===== src/verilog/ldpc_pkg.sv =====
// ldpc code package: code sizes, edge tables, controller and requester enums, LLR type
package ldpc_pkg;

    // regular (2,4) code, 12 bits and 6 checks
    localparam int n_bits = 12;
    localparam int n_checks = 6;
    localparam int n_edges = 24;
    localparam int row_w = 4;
    localparam int col_w = 2;

    // magnitude clip for all LLR arithmetic
    localparam int llr_max = 31;
    localparam int max_iter_w = 5;

    // ram map: lr at 0..11, lq at 12..23, r at 24..47
    typedef logic [5:0] addr_t;

    // positive value means bit 0
    typedef logic signed [5:0] llr_t;

    typedef enum logic [2:0] {
        st_idle,
        st_data_i,
        st_cnu,
        st_vnu,
        st_data_o
    } dec_state_e;

    // listed in falling priority
    typedef enum logic [1:0] {
        req_io,
        req_vnu,
        req_cnu
    } req_e;

    // bit index per edge, edges 4c..4c+3 belong to check c
    // checks 0..2 take bit groups of four, checks 3..5 take every third bit
    localparam logic [3:0] edge_bit [n_edges] = '{
        4'd0, 4'd1, 4'd2, 4'd3,
        4'd4, 4'd5, 4'd6, 4'd7,
        4'd8, 4'd9, 4'd10, 4'd11,
        4'd0, 4'd3, 4'd6, 4'd9,
        4'd1, 4'd4, 4'd7, 4'd10,
        4'd2, 4'd5, 4'd8, 4'd11
    };

    // the two edges of each bit, check index is edge / 4
    localparam logic [4:0] bit_edges [n_bits][col_w] = '{
        '{5'd0, 5'd12}, '{5'd1, 5'd16}, '{5'd2, 5'd20},
        '{5'd3, 5'd13}, '{5'd4, 5'd17}, '{5'd5, 5'd21},
        '{5'd6, 5'd14}, '{5'd7, 5'd18}, '{5'd8, 5'd22},
        '{5'd9, 5'd15}, '{5'd10, 5'd19}, '{5'd11, 5'd23}
    };

endpackage


===== src/verilog/llr_mem_if.sv =====
// llr ram request bundle of one requester, arbiter answers with grant and read data
interface llr_mem_if #(
    parameter int llr_w = 6
);
    import ldpc_pkg::*;

    logic req;
    logic wr;
    addr_t addr;
    logic signed [llr_w-1:0] wdata;
    // comb grant, registered read data
    logic gnt;
    logic signed [llr_w-1:0] rdata;

    modport requester (output req, wr, addr, wdata, input gnt, rdata);
    modport arbiter (input req, wr, addr, wdata, output gnt, rdata);

endinterface


===== src/verilog/ldpc_ctrl.sv =====
// decoder sequencer with phase FSM, iteration count, early stop and status flags
module ldpc_ctrl (
    input  logic clk,
    input  logic reset_n,
    input  logic sync_in,
    input  logic [ldpc_pkg::max_iter_w-1:0] max_iter,
    input  logic cnu_done,
    input  logic vnu_done,
    input  logic parity_ok,
    input  logic out_done,
    output logic cnu_start,
    output logic vnu_start,
    output logic load_start,
    output logic out_start,
    output logic busy,
    output logic finish,
    output logic [ldpc_pkg::max_iter_w-1:0] num_iter,
    output logic decode_err
);
    import ldpc_pkg::*;

    dec_state_e state;
    dec_state_e next_state;
    logic sync_dly;
    logic sync_dly2;
    logic sync_end;
    logic iter_end;
    logic enter_cnu;

    // frame end seen two cycles late
    assign sync_end = sync_dly2 & ~sync_dly;
    assign iter_end = num_iter == max_iter;
    assign enter_cnu = (next_state == st_cnu) && (state != st_cnu);

    always_comb
    begin
        next_state = state;
        case (state)
            st_idle:   if (sync_in) next_state = st_data_i;
            st_data_i: if (sync_end) next_state = st_cnu;
            st_cnu:    if (cnu_done) next_state = st_vnu;
            // stop early on a clean syndrome or at the limit and loop otherwise
            st_vnu:    if (vnu_done) next_state = (parity_ok || iter_end) ? st_data_o : st_cnu;
            st_data_o: if (out_done) next_state = st_idle;
            default:   next_state = st_idle;
        endcase
    end

    // state and one-cycle start pulses on phase entry
    always_ff @(posedge clk or negedge reset_n)
    begin
        if (!reset_n)
        begin
            state <= st_idle;
            load_start <= 1'b0;
            cnu_start <= 1'b0;
            vnu_start <= 1'b0;
            out_start <= 1'b0;
            num_iter <= '0;
        end
        else
        begin
            state <= next_state;
            load_start <= (state == st_idle) && (next_state == st_data_i);
            cnu_start <= enter_cnu;
            vnu_start <= (next_state == st_vnu) && (state != st_vnu);
            out_start <= (next_state == st_data_o) && (state != st_data_o);
            // count kept until the next frame
            if (sync_in)
                num_iter <= '0;
            else if (enter_cnu)
                num_iter <= num_iter + 1'b1;
        end
    end

    always_ff @(posedge clk or negedge reset_n)
    begin
        if (!reset_n)
        begin
            sync_dly <= 1'b0;
            sync_dly2 <= 1'b0;
            busy <= 1'b0;
            finish <= 1'b0;
            decode_err <= 1'b0;
        end
        else
        begin
            sync_dly <= sync_in;
            sync_dly2 <= sync_dly;
            finish <= out_done;
            if (finish)
                busy <= 1'b0;
            else if (sync_end)
                busy <= 1'b1;
            // last syndrome verdict
            if (vnu_done)
                decode_err <= ~parity_ok;
        end
    end

    // zero limit would never end the loop
    a_max_iter_nz: assert property (@(posedge clk) disable iff (!reset_n)
        $rose(sync_in) |-> max_iter != '0);

    // start pulses one-hot and never in the same cycle as a unit's done pulse
    a_pulse_onehot: assert property (@(posedge clk) disable iff (!reset_n)
        $onehot0({cnu_start, vnu_start, load_start, out_start,
                  cnu_done, vnu_done, out_done}));

endmodule


===== src/verilog/llr_io.sv =====
// channel LLR loader and hard decision streamer on the shared LLR ram
module llr_io #(
    parameter int llr_w = 6
) (
    input  logic clk,
    input  logic reset_n,
    input  logic sync_in,
    input  ldpc_pkg::llr_t llr_in,
    input  logic out_start,
    output logic dout,
    output logic dout_valid,
    output logic out_done,
    llr_mem_if.requester mem
);
    import ldpc_pkg::*;

    // init pass covers lq copy and r clear, ends on the last r word
    localparam addr_t init_last = addr_t'(2 * n_bits + n_edges - 1);
    localparam addr_t lq_base = addr_t'(n_bits);

    addr_t cnt;
    logic sync_q;
    logic init_act;
    logic out_act;
    logic granted;
    logic rd_pend;
    logic rd_last;

    assign granted = mem.req & mem.gnt;

    always_comb
    begin
        mem.req = 1'b0;
        mem.wr = 1'b0;
        mem.addr = cnt;
        mem.wdata = llr_w'(llr_in);
        if (sync_in)
        begin
            // lr word straight from the channel
            mem.req = 1'b1;
            mem.wr = 1'b1;
        end
        else if (init_act)
        begin
            mem.req = 1'b1;
            if (cnt < addr_t'(2 * n_bits))
            begin
                // even steps read lr, odd steps write it back as lq
                mem.wr = cnt[0];
                mem.addr = cnt[0] ? lq_base + (cnt >> 1) : cnt >> 1;
                mem.wdata = mem.rdata;
            end
            else
            begin
                // edge messages start at zero
                mem.wr = 1'b1;
                mem.wdata = '0;
            end
        end
        else if (out_act)
        begin
            mem.req = 1'b1;
            mem.addr = lq_base + cnt;
        end
    end

    always_ff @(posedge clk or negedge reset_n)
    begin
        if (!reset_n)
        begin
            cnt <= '0;
            sync_q <= 1'b0;
            init_act <= 1'b0;
            out_act <= 1'b0;
            rd_pend <= 1'b0;
            rd_last <= 1'b0;
            dout_valid <= 1'b0;
            out_done <= 1'b0;
        end
        else
        begin
            sync_q <= sync_in;
            // read in flight, its data shows one cycle later
            rd_pend <= out_act && granted;
            rd_last <= cnt == addr_t'(n_bits - 1);
            dout_valid <= rd_pend;
            out_done <= rd_pend && rd_last;
            if (sync_q && !sync_in)
            begin
                init_act <= 1'b1;
                cnt <= '0;
            end
            else if (out_start)
                out_act <= 1'b1;
            else if (granted)
            begin
                if (init_act && cnt == init_last)
                begin
                    init_act <= 1'b0;
                    cnt <= '0;
                end
                else if (out_act && cnt == addr_t'(n_bits - 1))
                begin
                    out_act <= 1'b0;
                    cnt <= '0;
                end
                else
                    cnt <= cnt + 1'b1;
            end
        end
    end

    // sign of the posterior is the decision
    always_ff @(posedge clk)
    begin
        if (rd_pend)
            dout <= mem.rdata[llr_w-1];
    end

endmodule


===== src/verilog/cnu.sv =====
// check node unit, min-sum update of the edge messages one check at a time
module cnu #(
    parameter int llr_w = 6
) (
    input  logic clk,
    input  logic reset_n,
    input  logic cnu_start,
    output logic cnu_done,
    llr_mem_if.requester mem
);
    import ldpc_pkg::*;

    logic active;
    logic [2:0] chk;
    // 0..7 reads (lq, r per edge), 8 wait, 9..12 writes
    logic [3:0] step;
    logic granted;
    logic [1:0] wr_j;
    logic [4:0] edge_idx;
    logic rd_vld;
    logic [2:0] rd_step;
    logic signed [llr_w-1:0] q_buf;
    logic signed [llr_w:0] ext_full;
    logic signed [llr_w-1:0] ext;
    logic [llr_w-2:0] ext_mag;
    logic [llr_w-2:0] min1;
    logic [llr_w-2:0] min2;
    logic [1:0] min_pos;
    logic sgn_prod;
    logic [row_w-1:0] ext_sgn;
    logic [llr_w-2:0] out_mag;
    logic signed [llr_w-1:0] mag_s;

    assign granted = mem.req & mem.gnt;
    assign wr_j = 2'(step - 4'd9);
    assign edge_idx = {chk, step[3] ? wr_j : step[2:1]};

    assign mem.req = active && (step != 4'd8);
    assign mem.wr = step > 4'd8;
    assign mem.addr = (!step[3] && !step[0]) ? addr_t'(n_bits) + addr_t'(edge_bit[edge_idx])
                                             : addr_t'(2 * n_bits) + addr_t'(edge_idx);

    // extrinsic = posterior minus old message, clipped
    assign ext_full = q_buf - mem.rdata;
    always_comb
    begin
        if (ext_full > llr_max)
            ext = llr_w'(llr_max);
        else if (ext_full < -llr_max)
            ext = llr_w'(-llr_max);
        else
            ext = ext_full[llr_w-1:0];
        ext_mag = (llr_w-1)'(ext[llr_w-1] ? -ext : ext);
    end

    // min2 goes back to the minimum's own edge
    assign out_mag = (wr_j == min_pos) ? min2 : min1;
    assign mag_s = {1'b0, out_mag};
    assign mem.wdata = (sgn_prod ^ ext_sgn[wr_j]) ? -mag_s : mag_s;

    always_ff @(posedge clk or negedge reset_n)
    begin
        if (!reset_n)
        begin
            active <= 1'b0;
            chk <= '0;
            step <= '0;
            cnu_done <= 1'b0;
            rd_vld <= 1'b0;
        end
        else
        begin
            cnu_done <= 1'b0;
            rd_vld <= granted && !mem.wr;
            if (cnu_start)
            begin
                active <= 1'b1;
                chk <= '0;
                step <= '0;
            end
            else if (active && (granted || step == 4'd8))
            begin
                if (step == 4'd12)
                begin
                    step <= '0;
                    if (chk == 3'(n_checks - 1))
                    begin
                        active <= 1'b0;
                        cnu_done <= 1'b1;
                    end
                    else
                        chk <= chk + 1'b1;
                end
                else
                    step <= step + 1'b1;
            end
        end
    end

    // running min, second min and sign product over the row
    always_ff @(posedge clk)
    begin
        rd_step <= step[2:0];
        if (rd_vld && !rd_step[0])
            q_buf <= mem.rdata;
        if (rd_vld && rd_step[0])
        begin
            ext_sgn[rd_step[2:1]] <= ext[llr_w-1];
            if (rd_step[2:1] == 2'd0)
            begin
                min1 <= ext_mag;
                min2 <= (llr_w-1)'(llr_max);
                min_pos <= 2'd0;
                sgn_prod <= ext[llr_w-1];
            end
            else
            begin
                sgn_prod <= sgn_prod ^ ext[llr_w-1];
                if (ext_mag < min1)
                begin
                    min2 <= min1;
                    min1 <= ext_mag;
                    min_pos <= rd_step[2:1];
                end
                else if (ext_mag < min2)
                    min2 <= ext_mag;
            end
        end
    end

endmodule


===== src/verilog/vnu.sv =====
// variable node unit: posterior sums, hard decisions and syndrome
module vnu #(
    parameter int llr_w = 6
) (
    input  logic clk,
    input  logic reset_n,
    input  logic vnu_start,
    output logic vnu_done,
    output logic parity_ok,
    llr_mem_if.requester mem
);
    import ldpc_pkg::*;

    logic active;
    logic [3:0] bit_idx;
    // 0 lr, 1..2 edge messages, 3 wait for the sum, 4 write lq
    logic [2:0] step;
    logic granted;
    logic rd_vld;
    logic [1:0] rd_step;
    logic signed [llr_w+1:0] acc;
    logic signed [llr_w-1:0] post;
    logic [n_checks-1:0] syndrome;

    assign granted = mem.req & mem.gnt;
    assign parity_ok = ~|syndrome;

    assign mem.req = active && (step != 3'd3);
    assign mem.wr = step == 3'd4;
    assign mem.wdata = post;

    always_comb
    begin
        case (step)
            3'd0:    mem.addr = addr_t'(bit_idx);
            3'd1:    mem.addr = addr_t'(2 * n_bits) + addr_t'(bit_edges[bit_idx][0]);
            3'd2:    mem.addr = addr_t'(2 * n_bits) + addr_t'(bit_edges[bit_idx][1]);
            default: mem.addr = addr_t'(n_bits) + addr_t'(bit_idx);
        endcase
        // clip the three-term sum
        if (acc > llr_max)
            post = llr_w'(llr_max);
        else if (acc < -llr_max)
            post = llr_w'(-llr_max);
        else
            post = acc[llr_w-1:0];
    end

    always_ff @(posedge clk or negedge reset_n)
    begin
        if (!reset_n)
        begin
            active <= 1'b0;
            bit_idx <= '0;
            step <= '0;
            vnu_done <= 1'b0;
            rd_vld <= 1'b0;
            syndrome <= '0;
        end
        else
        begin
            vnu_done <= 1'b0;
            rd_vld <= granted && !mem.wr;
            if (vnu_start)
            begin
                active <= 1'b1;
                bit_idx <= '0;
                step <= '0;
                syndrome <= '0;
            end
            else if (active && (granted || step == 3'd3))
            begin
                if (step == 3'd4)
                begin
                    // decision flips both checks of this bit
                    syndrome[bit_edges[bit_idx][0][4:2]] <=
                        syndrome[bit_edges[bit_idx][0][4:2]] ^ post[llr_w-1];
                    syndrome[bit_edges[bit_idx][1][4:2]] <=
                        syndrome[bit_edges[bit_idx][1][4:2]] ^ post[llr_w-1];
                    step <= '0;
                    if (bit_idx == 4'(n_bits - 1))
                    begin
                        active <= 1'b0;
                        vnu_done <= 1'b1;
                    end
                    else
                        bit_idx <= bit_idx + 1'b1;
                end
                else
                    step <= step + 1'b1;
            end
        end
    end

    // lr starts the sum, edge messages add on
    always_ff @(posedge clk)
    begin
        rd_step <= step[1:0];
        if (rd_vld)
        begin
            if (rd_step == 2'd0)
                acc <= mem.rdata;
            else
                acc <= acc + mem.rdata;
        end
    end

endmodule


===== src/verilog/llr_ram_arbiter.sv =====
// shared 48-word LLR ram behind a fixed-priority arbiter for io, vnu and cnu
module llr_ram_arbiter #(
    parameter int llr_w = 6
) (
    input  logic clk,
    input  logic reset_n,
    llr_mem_if.arbiter io_port,
    llr_mem_if.arbiter vnu_port,
    llr_mem_if.arbiter cnu_port
);
    import ldpc_pkg::*;

    localparam int n_words = 2 * n_bits + n_edges;

    logic signed [llr_w-1:0] ram [n_words];
    req_e win;
    logic any_req;
    logic wr;
    addr_t addr;
    logic signed [llr_w-1:0] wdata;

    // io over vnu over cnu
    assign io_port.gnt = io_port.req;
    assign vnu_port.gnt = vnu_port.req & ~io_port.req;
    assign cnu_port.gnt = cnu_port.req & ~io_port.req & ~vnu_port.req;
    assign any_req = io_port.req | vnu_port.req | cnu_port.req;

    always_comb
    begin
        win = req_cnu;
        wr = cnu_port.wr;
        addr = cnu_port.addr;
        wdata = cnu_port.wdata;
        if (io_port.req)
        begin
            win = req_io;
            wr = io_port.wr;
            addr = io_port.addr;
            wdata = io_port.wdata;
        end
        else if (vnu_port.req)
        begin
            win = req_vnu;
            wr = vnu_port.wr;
            addr = vnu_port.addr;
            wdata = vnu_port.wdata;
        end
    end

    // each port keeps its last read word until it reads again
    always_ff @(posedge clk)
    begin
        if (any_req && wr)
            ram[addr] <= wdata;
        if (any_req && !wr)
        begin
            case (win)
                req_io:  io_port.rdata <= ram[addr];
                req_vnu: vnu_port.rdata <= ram[addr];
                default: cnu_port.rdata <= ram[addr];
            endcase
        end
    end

    a_addr_range: assert property (@(posedge clk) disable iff (!reset_n)
        any_req |-> addr < addr_t'(n_words))
        else $error("llr ram %s address %0d out of range", win.name(), addr);

endmodule


===== src/verilog/ldpc_top.sv =====
// min-sum LDPC decoder: controller, check and variable units, io and shared LLR ram
module ldpc_top #(
    parameter int llr_w = 6
) (
    input  logic clk,
    input  logic reset_n,
    input  logic sync_in,
    input  ldpc_pkg::llr_t llr_in,
    input  logic [ldpc_pkg::max_iter_w-1:0] max_iter,
    output logic dout,
    output logic dout_valid,
    output logic busy,
    output logic finish,
    output logic [ldpc_pkg::max_iter_w-1:0] num_iter,
    output logic decode_err
);

    logic cnu_start;
    logic vnu_start;
    logic out_start;
    logic cnu_done;
    logic vnu_done;
    logic out_done;
    logic parity_ok;

    llr_mem_if #(.llr_w(llr_w)) io_bus ();
    llr_mem_if #(.llr_w(llr_w)) vnu_bus ();
    llr_mem_if #(.llr_w(llr_w)) cnu_bus ();

    // io follows sync_in itself, load timing is fixed
    ldpc_ctrl u_ctrl (
        .clk        (clk),
        .reset_n    (reset_n),
        .sync_in    (sync_in),
        .max_iter   (max_iter),
        .cnu_done   (cnu_done),
        .vnu_done   (vnu_done),
        .parity_ok  (parity_ok),
        .out_done   (out_done),
        .cnu_start  (cnu_start),
        .vnu_start  (vnu_start),
        .load_start (),
        .out_start  (out_start),
        .busy       (busy),
        .finish     (finish),
        .num_iter   (num_iter),
        .decode_err (decode_err)
    );

    llr_io #(.llr_w(llr_w)) u_io (
        .clk        (clk),
        .reset_n    (reset_n),
        .sync_in    (sync_in),
        .llr_in     (llr_in),
        .out_start  (out_start),
        .dout       (dout),
        .dout_valid (dout_valid),
        .out_done   (out_done),
        .mem        (io_bus.requester)
    );

    cnu #(.llr_w(llr_w)) u_cnu (
        .clk       (clk),
        .reset_n   (reset_n),
        .cnu_start (cnu_start),
        .cnu_done  (cnu_done),
        .mem       (cnu_bus.requester)
    );

    vnu #(.llr_w(llr_w)) u_vnu (
        .clk       (clk),
        .reset_n   (reset_n),
        .vnu_start (vnu_start),
        .vnu_done  (vnu_done),
        .parity_ok (parity_ok),
        .mem       (vnu_bus.requester)
    );

    llr_ram_arbiter #(.llr_w(llr_w)) u_ram (
        .clk      (clk),
        .reset_n  (reset_n),
        .io_port  (io_bus.arbiter),
        .vnu_port (vnu_bus.arbiter),
        .cnu_port (cnu_bus.arbiter)
    );

endmodule


===== config.mk =====
export PLATFORM = sky130hd
export DESIGN_NAME = ldpc_top
export DESIGN_NICKNAME = d
export VERILOG_FILES = /design/src/verilog/ldpc_pkg.sv /design/src/verilog/llr_mem_if.sv /design/src/verilog/ldpc_ctrl.sv /design/src/verilog/llr_io.sv /design/src/verilog/cnu.sv /design/src/verilog/vnu.sv /design/src/verilog/llr_ram_arbiter.sv /design/src/verilog/ldpc_top.sv
export SDC_FILE = /design/constraint.sdc
export NUM_CORES = 1
export LEC_CHECK = 0
export BUFFER_PORTS_ARGS = -buffer_cell sky130_fd_sc_hd__buf_2
export CAP_MARGIN = 20
export CORE_MARGIN = 2
export CORE_UTILIZATION = 40
export CTS_BUF_LIST = sky130_fd_sc_hd__clkbuf_16
export DETAILED_ROUTE_END_ITERATION = 10
export GPL_ROUTABILITY_DRIVEN = 0
export SLEW_MARGIN = 40
export SYNTH_ARGS = -nofsm -noshare
export SYNTH_HDL_FRONTEND = slang
export SYNTH_SLANG_ARGS = --single-unit

===== constraint.sdc =====
create_clock -name clk -period 6.2 [get_ports clk]
set_clock_uncertainty 0.05 [all_clocks]
set_input_delay 0.31 -clock clk [delete_from_list [all_inputs] [get_ports clk]]
set_output_delay 0.31 -clock clk [all_outputs]
set_load 0.005 [all_outputs]

==> qor.csv, run 1 <==
stage;metric;value;unit
outcome;outcome;finished clean;
synth;Cell variety after synth;84;
clocking;setup bufs post-CTS;0;
worst_setup_path;Crit Path Max Fanout;25;
worst_setup_path;CP required;6.38;ns
sta;min Tclk post-route;5.37;ns
worst_setup_path;Reg-to-Reg Start;u_cnu.step[0];
sta;Final Cycle Share;86.6;%
finish;Layout area overhead;12.0;%
synth;async set-reset flop share out of synthesis;13.6;%
finish;Final Cell Area;20500;µm²
sta;Setup-failing EPs final;0;
worst_setup_path;Startpoint Class;register;
clocking;CTS Buf Count;42;
clocking;H-tree depth;2;
floorplan;Starting Density;40.4;%
worst_setup_path;Worst Path Class, Setup;reg2reg;
worst_setup_path;slowest cell on the critical path;and3b_2;
detailed_routing;Routed Wire Length;45800;µm
clocking;CTS sink count;397;
detailed_routing;Vias/cell;5.67;
clocking;clk_lat worst skew;0.58;ns
synth;sequential fraction of the synthesis area;63.4;%
detailed_routing;Via Count;11800;
synth;area leader, netlist;edfxtp_1;
worst_setup_path;Crit. End Element;register;
detailed_routing;DRC;0;
grt;initial antenna violation count;0;
detailed_routing;post-route ant nets;0;
worst_setup_path;WP data arrival;5.55;ns
clocking;CTS clk-pin slew, worst paths;0.07;ns
power_and_ir_drop;Pwr Density;365;nW/µm²
sta;slew margin rel.;43.6;%
worst_setup_path;Critical Path Start;u_cnu.step[0];
worst_setup_path;Critical Path End;u_ram.vnu_port.rdata[5];
grt;vias in the first global route;11500;
power_and_ir_drop;part of the power in registers;43.5;%
sta;max-slew violations;0;
synth;number of synthesized flops with an enable pin;338;
synth;Top FF cell, synth;edfxtp_1;
sta;unrepaired setup endpoints after global routing;false;
sta;Least-Margin Pin Slew;0.843;ns
placed_design;# port buffers;23;
worst_setup_path;reg2reg path depth;16;
power_and_ir_drop;Logic pwr share;25.6;%
synth;post-synthesis cell count;1427;
flow_run;Max Cap Viol;0;
synth;Synth warnings;0;
power_and_ir_drop;internal power;5.07;mW
detailed_routing;1st-iter DRT viols;1194;
power_and_ir_drop;switching share of total power;32.2;%
synth;share of the synthesized area in the top cell type;55.4;%
floorplan;Ports;24;
synth;Post-Syn Area per Cell;12.8;µm²
finish;fraction of layout cells with a size suffix above 1;11.3;%
power_and_ir_drop;overall power;7.48;mW
finish;NumNets Final;1526;
worst_hold_path;Hold WC Path Type;in2reg;
grt;All-Layer GR Usage;19.4;%
sta;worst hold slack;0.0736;ns
worst_setup_path;RR Endpoint;u_ram.vnu_port.rdata[5];
sta;Fin. Hold Viols;0;
synth;Syn Nets;1496;
power_and_ir_drop;worst vdd ir;0.233;mV
floorplan;die area;47500;µm²
power_and_ir_drop;Lkg Pwr;7.30;nW
finish;Layout Utilization;45.3;%
placed_design;DP Wirelength;30400;µm
floorplan;row cnt;78;
grt;grt total ovfl;0;
grt;largest net degree at the start of global routing;55;
power_and_ir_drop;clock network power share;30.9;%
worst_setup_path;CP peak stage delay;0.67;ns
sta;setup TNS;0;ns
floorplan;Core Footprint;45300;µm²
clocking;CTS tree;yes;
detailed_routing;Initial DRT Pass Iterations;5;
grt;first-pass GRT wire length;70400;µm
worst_setup_path;Reg2Reg Setup Slack;0.83;ns
floorplan;DIE HEIGHT;218;µm
floorplan;DIE WIDTH;218;µm
finish;diodes inserted;0;
power_and_ir_drop;Switching Power;2.41;mW
worst_setup_path;Critical Path Most Common Cell;inv_1;
synth;Post-synth top cells;edfxtp_1, nand2_1, nor2_1;
synth;Synth Register Bits;397;
placed_design;placed cell area;19200;µm²
synth;most numerous cell in the Yosys netlist;edfxtp_1;
worst_setup_path;worst-path cell chain;buf_4 -> inv_1 -> ha_1 -> inv_1 -> mux2i_1 -> inv_1 -> ha_1 -> or3b_1 -> a311oi_1 -> o211ai_1 -> and3b_2 -> buf_4 -> nor2_1 -> a32o_1 -> a2111oi_0 -> o2111ai_1;
synth;largest cells by area after synthesis;edfxtp_1, dfrtp_1, ha_1;
synth;synthesized cell area;18300;µm²
sta;Max Clk Rate;186;MHz
clocking;Root Buffer Master;clkbuf_16;
clocking;Max clock buf depth;3;
detailed_routing;WL/cell;21.9;µm
cells by family after synthesis:
kind of cell    count (synthesis)  share of synthesized area (%)
simple gates                  417                           10.5
buf+inv                       120                           2.84
xor+xnor                       36                           1.72
compound gates                309                           11.9
mux                            92                           5.69
fa+ha+maj                      56                           3.90
flops                         397                           63.4
metrics by stage:
step | setup WS (ns) | cells
global route | 0.627 | 2088
CTS | 0.957 | 2087
detailed placement | 1.04 | 2011
floorplan | 1.71 | 1427
finish | 0.829 | 2088
global placement | 1.07 | 2011
timing repair:
action                     in CTS  in global routing
hold endpoints to repair       54                  0
gates resized for setup         0                  0
hold buffers                    1                  0
setup endpoints to repair       0                  0
sequential cells by signal, indices dropped and copies added (netlist names), 2 cells and up:
signal,count
u_cnu.ext_sgn,4
u_cnu.step,4
u_vnu.acc,8
u_io.cnt,6
u_cnu.rd_step,3
u_ram.io_port.rdata,6
u_ram.cnu_port.rdata,6
u_cnu.min_pos,2
u_vnu.step,3
u_vnu.rd_step,2
u_ram.vnu_port.rdata,6
u_cnu.q_buf,6
u_cnu.chk,3
u_vnu.syndrome,6
u_ctrl.num_iter,5
u_cnu.min1,5
u_cnu.min2,5
u_ram.ram,288
u_ctrl.state,3
u_vnu.bit_idx,4
cells in the final DEF, fill, tap and decap left out, types with 10 or more instances in the layout:
cell type  netlist  final
edfxtp_1       338    338
nand2_1        142    142
nor2_1         128    126
mux2i_1         62     62
inv_1           52     61
dfrtp_1         54     54
ha_1            53     53
o21ai_0         53     52
a21oi_1         53     52
clkbuf_16        0     43
nand3_1         33     32
a221oi_1        30     30
buf_4            5     28
buf_2           28     23
xnor2_1         22     22
mux2_2          22     22
nor3_1          21     19
o211ai_1        17     17
a22oi_1         15     15
xor2_1          14     14
nor2b_1         13     13
o22ai_1         13     13
clkinv_1         0     12
a211oi_1        11     11
nand2b_1        10     10
and2_1          10     10
worst max-delay path: cells and delay by family (launching register included):
kind,cells,cell delay [ns]
AOI/OAI and AO/OA,5,1.64
adders and majority gates,2,0.58
buffers and inverters,5,0.85
DFF,1,0.32
muxes,1,0.24
and+or+nand+nor,3,1.31
layout make-up:
cell class	instances	area [µm²]
sequential	397	11600
fill	4053	24800
tap	600	751
clock inverter	32	165
multi-input combinational	910	6340
clock buffer	43	1080
inverter	52	195
timing repair buffer	54	370
layer usage:
layer	GRT usage [%]	part of all wire, %	vias to the layer above
li1	-	-	5480
met1	26.8	45	5834
met2	30.6	46	444
met3	3.67	6.6	82
met4	6.76	2.9	0
met5	0	0	-
worst min path at each step:
stage | to | slack (ns) | start | depth (start not counted)
2_1_floorplan | u_cnu.active | -0.04 | reset_n | 0
3_3_place_gp | u_ctrl.finish | 0.34 | u_io.out_done | 0
3_5_place_dp | u_ctrl.finish | 0.35 | u_io.out_done | 0
4_1_cts | u_io.sync_q | 0.05 | sync_in | 1
5_1_grt | u_io.sync_q | 0.07 | sync_in | 1
6_report | u_io.sync_q | 0.07 | sync_in | 1
power groups by stage:
| stage | registers, mW | logic, mW | clock network, mW |
|---|---|---|---|
| after floorplan | 3.27 | 1.25 | 0 |
| after global placement | 3.30 | 1.86 | 0 |
| after detailed placement | 3.31 | 1.88 | 0 |
| after CTS | 3.25 | 1.89 | 2.36 |
| after global routing | 3.27 | 2.06 | 2.46 |
| final | 3.25 | 1.91 | 2.31 |
(Power assumes the default switching activity.)
==> run 2: changes to the inputs <==
ABC_AREA = 1   (was unset)
==> qor.csv, run 2 <==
stage;metric;value;unit;change
outcome;outcome;finished clean;;
worst_setup_path;CP peak stage delay;0.72;ns;+0.05 ns
worst_setup_path;Crit. End Element;register;;
synth;Post-synth top cells;nand2_1, edfxtp_1, inv_1;;
clocking;setup bufs post-CTS;0;;unchanged
power_and_ir_drop;worst vdd ir;0.215;mV;-7.5%
synth;async set-reset flop share out of synthesis;13.6;%;unchanged
worst_hold_path;Hold WC Path Type;in2reg;;
floorplan;Starting Density;40.6;%;+0.18 points
sta;Fin. Hold Viols;0;;unchanged
power_and_ir_drop;Pwr Density;402;nW/µm²;+10%
detailed_routing;WL/cell;17.8;µm;-19%
detailed_routing;DRC;0;;unchanged
synth;Post-Syn Area per Cell;9.58;µm²;-25%
finish;sequential cell area;11600;µm²;unchanged
grt;first-pass GRT wire length;75300;µm;+7.0%
placed_design;# port buffers;23;;unchanged
worst_setup_path;Startpoint Class;register;;
detailed_routing;met2 wire length;21900;µm;+4.1%
finish;Most flops, register;u_ram.ram;;
clocking;CTS resizes;0;;unchanged
synth;share of the synthesized area in the top cell type;52.2;%;-3.2 points
sta;Setup-failing EPs final;0;;unchanged
finish;area of the multi-input gates;6510;µm²;+2.6%
detailed_routing;wire length on met3;2890;µm;-4.1%
worst_setup_path;worst-path cell chain;inv_1 -> ha_1 -> nand2_1 -> o21a_1 -> ha_1 -> inv_1 -> nand2_1 -> nand2_1 -> nand4_1 -> nand3_1 -> nand3_4 -> a21oi_2 -> nand3_1 -> nor2_1;;
worst_setup_path;Critical Path Most Common Cell;nand2_1;;
detailed_routing;met1 WL;21800;µm;+7.0%
worst_setup_path;CP required;6.34;ns;-0.04 ns
synth;post-synthesis cell count;2027;;+42%
synth;sequential fraction of the synthesis area;59.7;%;-3.7 points
sta;setup TNS;0;ns;unchanged
synth;synthesized cell area;19400;µm²;+6.1%
detailed_routing;Vias/cell;5.16;;-9.0%
worst_setup_path;Worst Path Class, Setup;reg2reg;;
worst_setup_path;WP data arrival;5.13;ns;-0.42 ns
synth;Synth Register Bits;397;;unchanged
worst_setup_path;Crit Path Max Fanout;27;;+8.0%
synth;number of synthesized flops with an enable pin;338;;unchanged
floorplan;Ports;24;;unchanged
synth;Syn Nets;2096;;+40%
detailed_routing;post-route ant nets;0;;unchanged
floorplan;Core Footprint;47800;µm²;+5.7%
clocking;CTS sink count;397;;unchanged
floorplan;DIE WIDTH;224;µm;+3.0%
finish;most frequent cells in the layout;nand2_1, edfxtp_1, inv_1, nand3_1, nor2_1;;
finish;most common cell after layout, fill and taps aside;nand2_1;;
finish;NumNets Final;2115;;+39%
floorplan;die area;50400;µm²;+6.0%
detailed_routing;Via Count;13900;;+17%
detailed_routing;Top Layer Used;met4;;
worst_setup_path;slowest cell on the critical path;nand3_1;;
sta;Least-Margin Pin Slew;0.785;ns;-0.0582 ns
floorplan;DIE HEIGHT;224;µm;+3.0%
power_and_ir_drop;Lkg Pwr;9.24;nW;+27%
placed_design;number of instances in the placed design;2614;;+30%
sta;Max Clk Rate;201;MHz;+7.7%
finish;Finished Layout Cells;2691;;+29%
synth;Synth warnings;0;;unchanged
clocking;CTS Buf Count;43;;+2.4%
synth;Top FF cell, synth;edfxtp_1;;
finish;number of flip-flops in the largest register;288;;unchanged
detailed_routing;Routed Wire Length;47800;µm;+4.4%
synth;Cell variety after synth;53;;-37%
clocking;CTS clk-pin slew, worst paths;0.06;ns;about the same
sta;Final Cycle Share;80.4;%;-6.2 points
finish;top flop regs;u_ram.ram x288, u_vnu.acc x8;;
clocking;H-tree depth;2;;unchanged
detailed_routing;Initial DRT Pass Iterations;5;;unchanged
grt;grt total ovfl;0;;unchanged
finish;fraction of layout cells with a size suffix above 1;7.56;%;-3.7 points
flow_run;Max Cap Viol;0;;unchanged
sta;min Tclk post-route;4.99;ns;-0.384 ns
synth;most numerous cell in the Yosys netlist;nand2_1;;
sta;max-slew violations;0;;unchanged
finish;diodes inserted;0;;unchanged
clocking;Max clock buf depth;3;;unchanged
placed_design;DP Wirelength;31200;µm;+2.7%
grt;initial antenna violation count;0;;unchanged
clocking;CTS tree;yes;;
grt;vias in the first global route;13400;;+17%
synth;area leader, netlist;edfxtp_1;;
detailed_routing;1st-iter DRT viols;1434;;+20%
synth;largest cells by area after synthesis;edfxtp_1, nand2_1, dfrtp_1;;
sta;unrepaired setup endpoints after global routing;false;;
clocking;clk_lat worst skew;0.57;ns;about the same
sta;slew margin rel.;47.7;%;+4.1 points
grt;largest net degree at the start of global routing;112;;+100%
finish;Fill cells;4533;;+12%
finish;Layout area overhead;11.3;%;
floorplan;row cnt;80;;+2.6%
grt;All-Layer GR Usage;19.2;%;-0.20 points
clocking;Root Buffer Master;clkbuf_16;;
==> run 2: cell types whose count changed in the layout (fill, tap and decap cells not counted), moves of 21 or more <==
| cell | change |
|---|---|
| nand2_1 | +456 |
| inv_1 | +212 |
| nand3_1 | +144 |
| mux2i_1 | -62 |
| a221oi_1 | -30 |
| o211ai_1 | +26 |
| mux2_2 | -21 |
==> run 2: repair_timing <==
item / in CTS / in global routing
endpoints found under the setup margin: 0 / 0
hold buffers: 2 / 0
endpoints found under the hold margin: 26 / 0
==> run 2: power breakdown <==
part | switching (mW) | internal, mW | leakage (nW)
combinational | 1.99 | 0.716 | 4.75
sequential | 0.144 | 3.29 | 3.78
clock | 1.07 | 1.48 | 0.703
total | 3.20 | 5.49 | 9.24
==> run 2: stage by stage <==
stage	power (mW)	utilization, %	area [µm²]	hold WS, ns	setup slack (ns)
4_1_cts	8.71	45.2	21600	0.162	1.27
3_5_place_dp	6.16	42.2	20200	0.301	1.30
2_1_floorplan	5.29	-	19400	-0.0356	2.18
6_report	8.69	45.2	21600	0.178	1.21
3_3_place_gp	6.13	42.1	20100	0.298	1.48
5_1_grt	9.16	45.2	21600	0.229	0.872
==> run 2: kinds of logic (layout without fill, tap and decap cells) <==
kind of cell | Yosys count | after routing | share of synthesized area (%)
multiplexers | 1 | 1 | 0.0580
AO/OA/AOI/OAI | 200 | 200 | 6.37
buffers and inverters | 348 | 397 | 7.27
flip-flops | 397 | 397 | 59.7
XOR/XNOR | 24 | 24 | 1.08
AND/OR/NAND/NOR | 1002 | 1002 | 21.9
adder cells (fa/ha/maj) | 55 | 55 | 3.62
==> run 2: critical path: cells and delay by family (launching register included) <==
| kind | cells | cell delay, ns |
|---|---|---|
| adders and majority gates | 2 | 0.74 |
| and+or+nand+nor | 8 | 2.15 |
| DFF | 1 | 0.54 |
| AOI/OAI and AO/OA | 2 | 0.88 |
| buffers and inverters | 2 | 0.24 |
==> run 2: metal layers <==
layer	track usage [%]	up-vias
li1	-	6758
met1	27.4	6602
met2	30.2	437
met3	2.97	85
met4	5.96	0
met5	0	-
==> run 2: path summary, 6_finish.rpt <==
| check | start | end | slack [ns] | cells past startpoint |
|---|---|---|---|---|
| setup / recovery | u_cnu.step[0] | u_ram.ram[27][3] | 1.21 | 14 |
| hold / removal | max_iter[3] | u_ctrl.out_start | 0.18 | 6 |
| setup reg to reg | u_cnu.step[0] | u_ram.ram[27][3] | 1.21 | 14 |
| hold reg to reg | u_io.sync_q | u_ctrl.sync_dly2 | 0.32 | 0 |
| max in group asynchronous | reset_n | u_cnu.step[1] | 5.01 | 3 |
| min in group asynchronous | reset_n | u_io.dout_valid | 0.24 | 2 |
==> run 2: layout make-up <==
type	instances	area share, %
clock inverters	30	1.23
multi-input cells	1282	30.1
inverters	278	4.84
repair buffers	44	1.42
flip-flops and latches	397	53.6
clock buffers	45	5.21
well taps	615	3.56
